## src/design/chan_pkg.sv

```systemverilog
`default_nettype none

package chan_pkg;

  // Note index selects one of 16 pitches
  localparam int NOTE_W = 4;

  // Duration in note ticks
  localparam int DUR_W = 4;

  localparam int AMP_W = 7;
  localparam int DECAY_W = 3;

  // Phase accumulator and increment share one width
  localparam int PHASE_W = 12;

  // One pattern entry, note index in the top bits
  typedef struct packed {
    logic [NOTE_W-1:0]  note;
    logic [DUR_W-1:0]   duration;
    logic [AMP_W-1:0]   peak;
    logic [DECAY_W-1:0] decay;
  } note_entry_t;

  // Signed output sample, plus or minus the amplitude
  typedef logic signed [AMP_W:0] sample_t;

endpackage

`default_nettype wire

```

## src/design/tracker_channel.sv

```systemverilog
`default_nettype none
`timescale 1ns/10ps

// Note parameters handed from the controller to the voice blocks
interface note_if;
  import chan_pkg::*;
  logic               load;
  logic [PHASE_W-1:0] phase_inc;
  logic [AMP_W-1:0]   peak;
  logic [DECAY_W-1:0] decay;
  modport ctrl (output load, output phase_inc, output peak, output decay);
  modport osc  (input load, input phase_inc);
  modport env  (input load, input peak, input decay);
endinterface

module tracker_channel #(
  parameter int PAT_DEPTH  = 8,
  parameter int FIFO_DEPTH = 4,
  parameter int CREDIT_MAX = 4
) (
  input  wire                           i_clk,
  input  wire                           i_rst,
  input  wire                           i_tick_stb,
  input  wire                           i_note_stb,
  input  wire                           i_wr_en,
  input  wire [$clog2(PAT_DEPTH)-1:0]   i_wr_addr,
  input  wire chan_pkg::note_entry_t    i_wr_entry,
  input  wire                           i_credit,
  output wire                           o_sample_valid,
  output wire chan_pkg::sample_t        o_sample,
  output wire                           o_overrun
);

  import chan_pkg::*;

  logic               fetch;
  logic               pat_valid;
  note_entry_t        pat_entry;
  logic               pitch_enable;
  logic               pitch_valid;
  logic [PHASE_W-1:0] phase_inc;
  logic               polarity;
  logic [AMP_W-1:0]   level;

  note_if note_bus ();

  pattern_sequencer #(.PAT_DEPTH(PAT_DEPTH)) u_sequencer (
    .i_clk(i_clk), .i_rst(i_rst), .i_wr_en(i_wr_en), .i_wr_addr(i_wr_addr),
    .i_wr_entry(i_wr_entry), .i_fetch(fetch), .o_valid(pat_valid), .o_entry(pat_entry)
  );

  pitch_lookup u_pitch (
    .i_clk(i_clk), .i_rst(i_rst), .i_enable(pitch_enable), .i_note(pat_entry.note),
    .o_valid(pitch_valid), .o_phase_inc(phase_inc)
  );

  channel_controller u_controller (
    .i_clk(i_clk), .i_rst(i_rst), .i_tick_stb(i_tick_stb), .i_note_stb(i_note_stb),
    .o_fetch(fetch), .i_pattern_valid(pat_valid), .i_entry(pat_entry),
    .o_pitch_enable(pitch_enable), .i_pitch_valid(pitch_valid), .i_phase_inc(phase_inc),
    .note(note_bus.ctrl)
  );

  tone_oscillator u_oscillator (
    .i_clk(i_clk), .i_rst(i_rst), .i_tick_stb(i_tick_stb), .note(note_bus.osc),
    .o_polarity(polarity)
  );

  envelope_generator u_envelope (
    .i_clk(i_clk), .i_rst(i_rst), .i_tick_stb(i_tick_stb), .note(note_bus.env),
    .o_level(level)
  );

  channel_mixer #(.FIFO_DEPTH(FIFO_DEPTH), .CREDIT_MAX(CREDIT_MAX)) u_mixer (
    .i_clk(i_clk), .i_rst(i_rst), .i_tick_stb(i_tick_stb), .i_polarity(polarity),
    .i_level(level), .i_credit(i_credit), .o_sample_valid(o_sample_valid),
    .o_sample(o_sample), .o_overrun(o_overrun)
  );

endmodule

`default_nettype wire

```

## src/design/channel_controller.sv

```systemverilog
`default_nettype none
`timescale 1ns/10ps

module channel_controller (
  input  wire                          i_clk,
  input  wire                          i_rst,
  input  wire                          i_tick_stb,
  input  wire                          i_note_stb,
  output logic                         o_fetch,
  input  wire                          i_pattern_valid,
  input  wire chan_pkg::note_entry_t   i_entry,
  output logic                         o_pitch_enable,
  input  wire                          i_pitch_valid,
  input  wire [chan_pkg::PHASE_W-1:0]  i_phase_inc,
  note_if.ctrl                         note
);

  import chan_pkg::*;

  typedef enum logic [2:0] {
    ST_IDLE,
    ST_FETCH,
    ST_WAIT_PAT,
    ST_WAIT_PITCH,
    ST_LOAD
  } state_t;

  state_t             state, state_nxt;
  note_entry_t        entry_q;
  logic [PHASE_W-1:0] inc_q;
  logic [DUR_W-1:0]   dur_cnt;
  logic               note_tick;

  assign note_tick = i_tick_stb && i_note_stb;

  always_comb begin
    state_nxt      = state;
    o_fetch        = 1'b0;
    o_pitch_enable = 1'b0;
    case (state)
      ST_IDLE: begin
        // New note only once the current one has run out
        if (note_tick && dur_cnt == '0) begin
          state_nxt = ST_FETCH;
        end
      end
      ST_FETCH: begin
        o_fetch   = 1'b1;
        state_nxt = ST_WAIT_PAT;
      end
      ST_WAIT_PAT: begin
        if (i_pattern_valid) begin
          o_pitch_enable = 1'b1;
          state_nxt      = ST_WAIT_PITCH;
        end
      end
      ST_WAIT_PITCH: begin
        if (i_pitch_valid) begin
          state_nxt = ST_LOAD;
        end
      end
      default: begin
        state_nxt = ST_IDLE;
      end
    endcase
  end

  always_ff @(posedge i_clk) begin
    if (o_pitch_enable) begin
      entry_q <= i_entry;
    end
    if (state == ST_WAIT_PITCH && i_pitch_valid) begin
      inc_q <= i_phase_inc;
    end
  end

  // Load strobe lands one cycle after the load state
  always_ff @(posedge i_clk) begin
    if (i_rst) begin
      state          <= ST_IDLE;
      dur_cnt        <= '0;
      note.load      <= 1'b0;
      note.phase_inc <= '0;
      note.peak      <= '0;
      note.decay     <= '0;
    end else begin
      state     <= state_nxt;
      note.load <= (state == ST_LOAD);
      if (state == ST_LOAD) begin
        dur_cnt        <= entry_q.duration;
        note.phase_inc <= inc_q;
        note.peak      <= entry_q.peak;
        note.decay     <= entry_q.decay;
      end else if (state == ST_IDLE && note_tick && dur_cnt != '0) begin
        dur_cnt <= dur_cnt - 1'b1;
      end
    end
  end

endmodule

`default_nettype wire

```

## src/design/channel_mixer.sv

```systemverilog
`default_nettype none
`timescale 1ns/10ps

module channel_mixer #(
  parameter int FIFO_DEPTH = 4,
  parameter int CREDIT_MAX = 4
) (
  input  wire                          i_clk,
  input  wire                          i_rst,
  input  wire                          i_tick_stb,
  input  wire                          i_polarity,
  input  wire [chan_pkg::AMP_W-1:0]    i_level,
  input  wire                          i_credit,
  output logic                         o_sample_valid,
  output chan_pkg::sample_t            o_sample,
  output logic                         o_overrun
);

  import chan_pkg::*;

  localparam int PTR_W = (FIFO_DEPTH > 1) ? $clog2(FIFO_DEPTH) : 1;
  localparam int CNT_W = $clog2(FIFO_DEPTH + 1);
  localparam int CRD_W = $clog2(CREDIT_MAX + 1);

  sample_t          fifo_mem [FIFO_DEPTH];
  sample_t          magnitude;
  sample_t          push_sample;
  logic             push_pend;
  logic             full;
  logic             push;
  logic             pop;
  logic [PTR_W-1:0] wr_ptr, rd_ptr;
  logic [CNT_W-1:0] fill_cnt;
  logic [CRD_W-1:0] credit_cnt;

  assign magnitude = sample_t'({1'b0, i_level});
  assign full      = (fill_cnt == CNT_W'(FIFO_DEPTH));
  assign push      = push_pend && !full;
  assign pop       = o_sample_valid;

  // Send only with a credit in hand and something queued
  assign o_sample_valid = (credit_cnt != '0) && (fill_cnt != '0);
  assign o_sample       = fifo_mem[rd_ptr];

  // Capture the sample as it stood before the tick's update
  always_ff @(posedge i_clk) begin
    if (i_tick_stb) begin
      push_sample <= i_polarity ? magnitude : -magnitude;
    end
    if (push) begin
      fifo_mem[wr_ptr] <= push_sample;
    end
  end

  always_ff @(posedge i_clk) begin
    if (i_rst) begin
      push_pend  <= 1'b0;
      wr_ptr     <= '0;
      rd_ptr     <= '0;
      fill_cnt   <= '0;
      credit_cnt <= '0;
      o_overrun  <= 1'b0;
    end else begin
      push_pend <= i_tick_stb;
      if (push_pend && full) begin
        o_overrun <= 1'b1;
      end
      if (push) begin
        wr_ptr <= (wr_ptr == PTR_W'(FIFO_DEPTH - 1)) ? '0 : wr_ptr + 1'b1;
      end
      if (pop) begin
        rd_ptr <= (rd_ptr == PTR_W'(FIFO_DEPTH - 1)) ? '0 : rd_ptr + 1'b1;
      end
      if (push && !pop) begin
        fill_cnt <= fill_cnt + 1'b1;
      end else if (pop && !push) begin
        fill_cnt <= fill_cnt - 1'b1;
      end
      // Grant and spend in one cycle cancel out
      if (i_credit && !pop && credit_cnt != CRD_W'(CREDIT_MAX)) begin
        credit_cnt <= credit_cnt + 1'b1;
      end else if (!i_credit && pop) begin
        credit_cnt <= credit_cnt - 1'b1;
      end
    end
  end

endmodule

`default_nettype wire

```

## src/design/envelope_generator.sv

```systemverilog
`default_nettype none
`timescale 1ns/10ps

module envelope_generator (
  input  wire                        i_clk,
  input  wire                        i_rst,
  input  wire                        i_tick_stb,
  note_if.env                        note,
  output logic [chan_pkg::AMP_W-1:0] o_level
);

  import chan_pkg::*;

  logic [AMP_W-1:0] decay_step;
  logic [AMP_W-1:0] level_nxt;

  assign decay_step = AMP_W'(note.decay);

  // Linear decay that stops at zero
  always_comb begin
    if (o_level > decay_step) begin
      level_nxt = o_level - decay_step;
    end else begin
      level_nxt = '0;
    end
  end

  always_ff @(posedge i_clk) begin
    if (i_rst) begin
      o_level <= '0;
    end else if (note.load) begin
      o_level <= note.peak;
    end else if (i_tick_stb) begin
      o_level <= level_nxt;
    end
  end

endmodule

`default_nettype wire

```

## src/design/pattern_sequencer.sv

```systemverilog
`default_nettype none
`timescale 1ns/10ps

module pattern_sequencer #(
  parameter int PAT_DEPTH = 8
) (
  input  wire                           i_clk,
  input  wire                           i_rst,
  input  wire                           i_wr_en,
  input  wire [$clog2(PAT_DEPTH)-1:0]   i_wr_addr,
  input  wire chan_pkg::note_entry_t    i_wr_entry,
  input  wire                           i_fetch,
  output logic                          o_valid,
  output chan_pkg::note_entry_t         o_entry
);

  import chan_pkg::*;

  localparam int ADDR_W = $clog2(PAT_DEPTH);

  note_entry_t       pat_mem [PAT_DEPTH];
  logic [ADDR_W-1:0] rd_ptr;

  // Pattern table, loaded while the channel is idle
  always_ff @(posedge i_clk) begin
    if (i_wr_en) begin
      pat_mem[i_wr_addr] <= i_wr_entry;
    end
    if (i_fetch) begin
      o_entry <= pat_mem[rd_ptr];
    end
  end

  // Read pointer steps once per fetch and wraps at the table end
  always_ff @(posedge i_clk) begin
    if (i_rst) begin
      rd_ptr  <= '0;
      o_valid <= 1'b0;
    end else begin
      o_valid <= i_fetch;
      if (i_fetch) begin
        rd_ptr <= (rd_ptr == ADDR_W'(PAT_DEPTH - 1)) ? '0 : rd_ptr + 1'b1;
      end
    end
  end

endmodule

`default_nettype wire

```

## src/design/pitch_lookup.sv

```systemverilog
`default_nettype none
`timescale 1ns/10ps

module pitch_lookup (
  input  wire                          i_clk,
  input  wire                          i_rst,
  input  wire                          i_enable,
  input  wire [chan_pkg::NOTE_W-1:0]   i_note,
  output logic                         o_valid,
  output logic [chan_pkg::PHASE_W-1:0] o_phase_inc
);

  import chan_pkg::*;

  // Increments run 16 to 31, times 4
  always_ff @(posedge i_clk) begin
    if (i_enable) begin
      case (i_note)
        4'd0:    o_phase_inc <= PHASE_W'(64);
        4'd1:    o_phase_inc <= PHASE_W'(68);
        4'd2:    o_phase_inc <= PHASE_W'(72);
        4'd3:    o_phase_inc <= PHASE_W'(76);
        4'd4:    o_phase_inc <= PHASE_W'(80);
        4'd5:    o_phase_inc <= PHASE_W'(84);
        4'd6:    o_phase_inc <= PHASE_W'(88);
        4'd7:    o_phase_inc <= PHASE_W'(92);
        4'd8:    o_phase_inc <= PHASE_W'(96);
        4'd9:    o_phase_inc <= PHASE_W'(100);
        4'd10:   o_phase_inc <= PHASE_W'(104);
        4'd11:   o_phase_inc <= PHASE_W'(108);
        4'd12:   o_phase_inc <= PHASE_W'(112);
        4'd13:   o_phase_inc <= PHASE_W'(116);
        4'd14:   o_phase_inc <= PHASE_W'(120);
        default: o_phase_inc <= PHASE_W'(124);
      endcase
    end
  end

  always_ff @(posedge i_clk) begin
    if (i_rst) begin
      o_valid <= 1'b0;
    end else begin
      o_valid <= i_enable;
    end
  end

endmodule

`default_nettype wire

```

## src/design/tone_oscillator.sv

```systemverilog
`default_nettype none
`timescale 1ns/10ps

module tone_oscillator (
  input  wire   i_clk,
  input  wire   i_rst,
  input  wire   i_tick_stb,
  note_if.osc   note,
  output logic  o_polarity
);

  import chan_pkg::*;

  logic [PHASE_W-1:0] phase_acc;

  // Phase restarts at each note and advances once per tick
  always_ff @(posedge i_clk) begin
    if (i_rst) begin
      phase_acc <= '0;
    end else if (note.load) begin
      phase_acc <= '0;
    end else if (i_tick_stb) begin
      phase_acc <= phase_acc + note.phase_inc;
    end
  end

  // Square wave from the accumulator MSB
  assign o_polarity = phase_acc[PHASE_W-1];

endmodule

`default_nettype wire

```

## config.mk

```make
export PLATFORM = sky130hd
export DESIGN_NAME = tracker_channel
export DESIGN_NICKNAME = d
export VERILOG_FILES = /design/src/design/chan_pkg.sv /design/src/design/tracker_channel.sv /design/src/design/channel_controller.sv /design/src/design/channel_mixer.sv /design/src/design/envelope_generator.sv /design/src/design/pattern_sequencer.sv /design/src/design/pitch_lookup.sv /design/src/design/tone_oscillator.sv
export SDC_FILE = /design/constraint.sdc
export NUM_CORES = 1
export LEC_CHECK = 0
export ABC_AREA = 1
export BUFFER_PORTS_ARGS = -buffer_cell sky130_fd_sc_hd__buf_4
export CORE_ASPECT_RATIO = 0.9
export CORE_MARGIN = 2
export CORE_UTILIZATION = 25
export CTS_CLUSTER_SIZE = 14
export DETAILED_ROUTE_END_ITERATION = 8
export MAX_ROUTING_LAYER = met4
export PLACE_DENSITY_LB_ADDON = 0.1
export SYNTH_ARGS = -nofsm -noshare
export SYNTH_HDL_FRONTEND = slang
export SYNTH_SLANG_ARGS = --single-unit
```

## constraint.sdc

```tcl
create_clock -name i_clk -period 2.8 [get_ports i_clk]
set_clock_uncertainty 0.2 [all_clocks]
set_input_delay 0.56 -clock i_clk [delete_from_list [all_inputs] [get_ports i_clk]]
set_output_delay 0.56 -clock i_clk [all_outputs]
set_load 0.02 [all_outputs]
```

==> results of run 1 <==
## synthesized netlist by cell type (2+ instances only)
cell	n
buf_2	16
buf_4	6
o21ai_0	68
clkbuf_1	7
o21ai_1	25
nand2_2	6
nand3_1	24
buf_6	5
buf_1	3
a21oi_1	34
inv_1	52
nor3_1	4
nand4_1	3
ha_1	19
o211a_1	2
inv_2	10
o32ai_1	36
nor2_1	202
o22ai_1	9
dfxtp_1	59
fa_1	4
nor3_2	2
xor2_1	9
edfxtp_1	224
nor2_2	6
a22oi_1	5
nand2_1	118
a21o_1	2
## flip-flops by register name, summed over array words and instances, names as in the netlist, 7 cells and up, named ones only
name,count
u_controller.entry_q,14
u_envelope.o_level,7
u_oscillator.phase_acc,10
u_mixer.push_sample,8
u_mixer.fifo_mem,32
u_sequencer.pat_mem,144
u_sequencer.o_entry,18
u_controller.note.peak,7
## cell usage in the layout (no fill, tap or decap), types with 2 or more instances in the layout
cell type,synthesis,layout
inv_2,10,10
nand4_1,3,3
o21ai_1,25,25
o32ai_1,36,36
nor2_1,202,194
fa_1,4,4
clkbuf_1,7,10
o21ai_0,68,68
dfxtp_2,0,2
a22oi_1,5,5
nor3_1,4,4
ha_1,19,19
inv_1,52,52
o211a_1,2,2
nand2_1,118,118
nand3_1,24,24
buf_4,6,57
a21oi_1,34,34
nor2_2,6,14
a21o_1,2,2
clkinv_2,0,5
clkinv_1,1,7
buf_12,1,3
clkbuf_16,0,35
edfxtp_1,224,224
bufinv_16,0,2
nand2_2,6,6
o22ai_1,9,9
dfxtp_1,59,57
xor2_1,9,9
## critical path: cells and delay by family, from the launching register on
family	cells	cell delay (ns)
AO/OA/AOI/OAI	2	0.34
buffers and inverters	2	0.55
flip-flops	1	0.31
## cells by family after synthesis
group	synth area share
AOI/OAI and AO/OA	0.0977
xor gates and xnor gates	0.00766
adders and majority gates	0.0278
buffers and inverters	0.0421
DFF	0.692
and+or+nand+nor	0.133
## final timing paths
path,end,cells after the start
max reg2reg,u_mixer.fill_cnt[2],10
max,o_sample[7],4
min,u_sequencer.pat_mem[1][9],1
min reg2reg,u_controller.inc_q[3],0
## layer usage
layer | part of all wire | GRT usage
met4 | 0.020 | 0.0371
met2 | 0.45 | 0.179
met5 | 0 | -
met3 | 0.032 | 0.0218
met1 | 0.50 | 0.156
## area by class of cell
type / instances / area share
multi-input combinational: 592 / 0.227
timing repair buffer: 60 / 0.0361
clock inverter: 14 / 0.00861
inverter: 64 / 0.0180
sequential: 283 / 0.585
clock buffer: 46 / 0.0686
tap: 608 / 0.0563
## metrics by stage
| stage | total power, mW | instance area, um^2 | setup slack (ns) |
|---|---|---|---|
| 2_1_floorplan | 6.91 | 11400 | 0.729 |
| 3_3_place_gp | 7.72 | 12500 | 0.716 |
| 3_5_place_dp | 7.71 | 12500 | 0.694 |
| 4_1_cts | 12.0 | 13500 | 0.296 |
| 5_1_grt | 12.5 | 13500 | 0.241 |
| 6_report | 11.7 | 13500 | 0.332 |
## power by group through the flow
stage / Combinational (mW) / Sequential [mW] / Clock [mW]
floorplan: 1.73 / 5.18 / 0
global placement: 2.39 / 5.33 / 0
detailed placement: 2.38 / 5.33 / 0
CTS: 2.38 / 5.25 / 4.36
global route: 2.67 / 5.28 / 4.51
finish: 2.32 / 5.24 / 4.18
==> results summary, run 1 <==
The flow ran to the end, and the final reports show no timing, DRC or antenna violations. The data arrival time of the worst path is 1.71 ns. The clock tree from TritonCTS is built. The worst register-to-register path begins at u_mixer.fill_cnt[1]. The violation count after the first detailed-routing iteration is between 300 and 400. The die area is 0.0475 mm^2. The endpoint class of the critical path is an output port.

The minimum period implied by the final worst setup slack is 2.47 ns. For this design the static power due to leakage is approximately 4.8 nW. The most used flip-flop cell after synthesis is edfxtp_1. The switching power came out at 3.46 mW. From synthesis to final layout, the design area changed by 18.2%. The number of cells after detailed placement is between 1,500 and 2,000. The number of ports placed on the die boundary came out at 37. The sequential element share of the synthesized area came out at 0.692.

The final-layout fill cell count is 4,684. The insertion delay to the later sink of the worst-skew pair is 0.52 ns. Clock tree synthesis inserted a total of 34 buffers. The fraction of layout instances using a drive strength above 1 came out at 0.134. The final-stage net count is 1,085. The number of remaining DRC errors is 0. The post-synthesis instance area is about 0.011 mm^2. The fraction of power spent switching nets is 0.295.

The clock share of power is 0.356. From left edge to right edge, the die measures 229 um. The final count of hold timing violations came to 0. For this design the ratio of total power to cell area is 868 mW/mm^2. The path class of the tightest hold or removal check is input pin to flip-flop.

The reg-to-reg setup timing slack is about 0.69 ns. The number of antenna repair diodes came out at 0. The residual antenna-violating net count after detailed routing came out at 0.

The average instance in the mapped netlist occupies 11.7 um^2. The standard-cell row count came out at 74. The detailed router placed between 7,000 and 8,000 vias in this run.

The number of setup buffers added after CTS is 0. The starting utilization of the core area came out at 0.253. Once layout is complete, the utilization of the core stands at 0.299.

The netlist uses 45 different library cells. Setup repair after global routing left no endpoint under its margin. The clock passes through at most 3 buffers.

The slew at the pin closest to its max-slew limit came out at around 0.83 ns. The worst max-slew margin expressed relative to the limit is 0.450. The total internal power came out at 8.28 mW.

The TritonCTS sink count came out at 283. After detailed routing, the total wire length is 26,400 um. The signal on the critical path passes through inv_1 -> o21ai_0 -> o22ai_1 -> buf_4. The H-tree was split into 2 levels. In the final routed layout, each cell accounts on average for 15.8 um. The overall track demand over capacity in global routing is 0.117.

Of the post-synthesis cell area, the dominant cell type holds 0.588. Entering global routing, the biggest net connects 75 pins. Of the available clock period, the critical path in the final layout requires 0.881. The via count of the first global-routing pass came out at just under 7,000. The maximum vdd ir drop came out at 0.344 mV. The detailed placer's ending HPWL came out at ~16,000 um. By area the synthesized netlist is led by edfxtp_1 (59%), dfxtp_1 (10%), nor2_1 (6.6%). The count of hold buffers inserted by post-cts repair came out at 0.

The library cell contributing the largest single delay on the critical path is inv_1. The Yosys step of the flow raised 0 warnings. Counting every instance in the synthesized netlist gives 977.

At the worst endpoint, the required time is 2.04 ns. The setup total negative slack came out at 0 ns. Setup violations remaining at the end of the flow were counted as 0. The worst min-delay path startpoint is i_wr_entry[9].

The worst-path maximum fanout came out at 16. The tightest hold path in the finished design has a slack of about 0.08 ns. In this run the clock root is driven by a clkbuf_16. In the final layout, the multi-input gates occupy just over 0.003 mm^2. The core outline area is around 0.045 mm^2.

The register clock-pin slew on the reported worst setup and hold paths is 0.05 ns. The fraction of synthesis flops using an asynchronous set or reset pin is 0. The highest clock rate is slightly above 400 MHz. After synthesis the netlist holds a flip-flop and latch count of roughly 280. After global routing the overflow that remains totals 0. The largest stage delay on the critical path is ~0.37 ns. The initial antenna violation count came out at 0. The count of port buffers added during placement is 36.

In this run the vertical extent of the chip is 207 um. The global-route wire length before repair came out at around 41,000 um. The non-filler instance count after layout came out at about 1,700.

The via density per instance is between 4 and 5. The first-pass iteration count of the detailed router is 6. After clock tree synthesis, the repair step resized 0 gates.

The number of pins exceeding their max-slew limit in the final report came out at 0. The synthesized design spends more area on one cell type than any other, namely edfxtp_1. Of the total power, registers draw 0.447.

STA classifies the critical path startpoint as a flip-flop. The count of flip-flops with a built-in enable after synthesis came out at roughly 220. The sequential standard cell area came out at 0.00791 mm^2.

Routability-driven placement finished with a final weighted congestion of 0.725. The synthesized netlist net count is between 1,000 and 1,500. The critical path in this run is classified as flip-flop to output port. The number of maximum-capacitance violations is 0. The combinational cell fraction of total power came out at 0.198.
(Power assumes the default switching activity.)
==> run 2, diff against run 1 <==
--- a/config.mk
+++ b/config.mk
@@ -10,6 +10,7 @@
 export CORE_ASPECT_RATIO = 0.9
 export CORE_MARGIN = 2
 export CORE_UTILIZATION = 25
+export CTS_CLUSTER_DIAMETER = 80
 export CTS_CLUSTER_SIZE = 14
 export DETAILED_ROUTE_END_ITERATION = 8
 export MAX_ROUTING_LAYER = met4
==> constraint.sdc (replaced) <==
create_clock -name i_clk -period 2.8 [get_ports i_clk]
set_clock_uncertainty 0.2 [all_clocks]
set_input_delay 0.28 -clock i_clk [delete_from_list [all_inputs] [get_ports i_clk]]
set_output_delay 0.28 -clock i_clk [all_outputs]
set_load 0.02 [all_outputs]
==> run 2 against run 1 <==
Effect of this change: die area unchanged; power decreased by 7.9%; critical path depth unchanged; via count increased by 0.68%; first-iteration DRC count decreased by 29%; register-to-register slack got worse by 0.06 ns; clock power decreased by 23%; sequential power about the same; flip-flop and latch count unchanged; largest cell class unchanged; core utilization decreased by 0.23 points; final area decreased by 0.78%; combinational power increased by 3%.
==> results summary, run 2 (same netlist as run 1, synthesis figures left out) <==
The overall track demand over capacity in global routing is 0.116. The worst setup path is launched from a flip-flop. CTS built an H-tree with a depth of 1.

TritonCTS built the clock tree. The share of the cycle needed by the critical path after routing is 0.780. The number of antenna repair diodes is 0.

The insertion delay to the later sink of the worst-skew pair came out at 0.55 ns. The slew at the pin closest to its max-slew limit is 0.826 ns. The worst hold margin is 0.0707 ns. The number of pins exceeding their max-slew limit in the final report came out at 0. The core outline area came out at between 0.04 and 0.05 mm^2. The non-filler instance count after layout came out at about 1,700. The number of ports placed on the die boundary is 37.

Leaving out fill and tap cells, the most frequent cell in the layout is edfxtp_1. Of the cells placed in the final design, the portion with a size suffix greater than 1 is 0.117. The data arrival time of the worst path is about 1.7 ns. The number of maximum-capacitance violations came out at 0. The overall routed net length is 26,400 um. The largest registers in the layout are u_sequencer.pat_mem: 144 flops, u_mixer.fifo_mem: 32 flops, u_sequencer.o_entry: 18 flops. Setup repair after global routing left no endpoint under its margin. The number of flip-flops in the largest register is 144. In this run the tool buffered the top-level ports with 36 buffer cells. Routability-driven placement finished with a final weighted congestion of between 0.7 and 0.8. The die extent in y came out at ~210 um. The setup total negative slack is 0 ns. The path class of the tightest hold or removal check is input pin to flip-flop. The power density normalized to cell area came out at roughly 800 mW/mm^2.

The global-route wire length before repair is 41,800 um. The wire-length estimate of the detail-placed layout is 15,700 um. The number of remaining DRC errors is 0. The residual antenna-violating net count after detailed routing came out at 0.

The clock tree root driver cell is clkbuf_16. The worst setup path is captured at an output port. The area added between synthesis and finish came out at 17.3%.

The worst max-slew margin expressed relative to the limit is 0.449. The setup violation total in the final timing report came out at 0. The average wire per standard cell came out at between 15 and 20 um. Summed over all layers, the global routing overflow is 0. The first-pass iteration count of the detailed router is 5. The number of cells upsized or downsized after cts came out at 0.

The number of buffers on the longest clock path is 3. The TritonCTS sink count is 283. The via density per instance came out at 4.27. For this block, the initial DRC count from the detailed router was 270.

The via count of the first global-routing pass is 7,173. The library cells used most frequently in the layout, excluding fill and tap cells, are edfxtp_1 (224), nor2_1 (194), nand2_1 (118). Detailed routing inserted a total of 7,136 vias. The initial antenna violation count came to 0. The worst hold path stage count is 3. The final count of hold timing violations is 0. The horizontal die dimension came out at 229 um. The maximum number of pins on one net before global-route repair came out at 75. The number of cells after detailed placement is about 1,600.

The setup check on the worst reg-to-reg path leaves a slack of 0.63 ns. For the finished layout, the period the worst path requires is approximately 2.2 ns. The leakage power summed over all cells is 4.75 nW. The final-stage net count is 1,096. The worst-case IR drop observed on VDD is around 0.38 mV. The starting utilization of the core area is 0.253. The highest clock rate came out at 458 MHz. The register clock-pin slew on the reported worst setup and hold paths came out at 0.07 ns. The initialized floorplan defines between 70 and 80 standard-cell rows. Of all nets on the critical path, the largest fanout is 16. The number of cells on the worst reg-to-reg path is 10. For the worst setup path, the data required time is about 2.3 ns.

In this run the post-CTS setup repair buffer count came out at 0. More flip-flops sit in one register than any other, and that register is u_sequencer.pat_mem. The run finished with clean final reports. The category of the critical setup timing path is flip-flop to output port. The die area came out at 0.0475 mm^2.

The number of clock buffers added by TritonCTS is 24.
-- run 2: metal layers --
metal  share of wire  GRT usage  up-vias
li1                -          -     3581
met1            0.50      0.158     3424
met2            0.45      0.182       94
met3           0.031     0.0179       37
met4           0.019     0.0274        0
met5               0          -        -
-- run 2: worst paths after layout --
check                                             from                        end
worst max register to register     u_mixer.fill_cnt[1]        u_mixer.fill_cnt[2]
worst max-delay path                         flip-flop                o_sample[0]
worst min-delay path                      i_wr_addr[1]  u_sequencer.pat_mem[3][4]
worst min register to register  u_sequencer.o_entry[0]    u_controller.entry_q[0]
-- run 2: per-stage QoR --
step / power (mW) / cell area (um^2) / setup slack [ns] / util
after floorplan: 6.91 / 11400 / 0.814 / -
after global placement: 7.75 / 12500 / 0.692 / 0.276
after detailed placement: 7.74 / 12500 / 0.682 / 0.276
after CTS: 11.0 / 13400 / 0.504 / 0.296
after global routing: 11.5 / 13400 / 0.413 / 0.296
final: 10.8 / 13400 / 0.616 / 0.296
-- run 2: repair_timing --
action / 4_1_cts / 5_1_grt
endpoints found under the setup margin: 0 / 0
hold endpoints to repair: 177 / 0
hold buffers: 22 / 0
-- run 2: layout make-up --
| class | instances | area, um^2 |
|---|---|---|
| tap | 608 | 761 |
| sequential | 283 | 7910 |
| fill | 4686 | 31900 |
| multi-input combinational | 592 | 3070 |
| clock inverter | 2 | 23.8 |
| timing repair buffer | 81 | 713 |
| inverter | 64 | 243 |
| clock buffer | 42 | 689 |
-- run 2: report_power, final --
group	switching [mW]	internal, mW	leakage (nW)
clock network	1.53	1.68	0.335
registers	0.230	4.98	2.53
logic	1.57	0.831	1.89
total	3.32	7.48	4.75
-- run 2: critical path: stages, from the launching register on --
cell	delay, ns
dfxtp_1	0.32
inv_1	0.34
o21ai_0	0.14
o22ai_1	0.18
buf_4	0.19
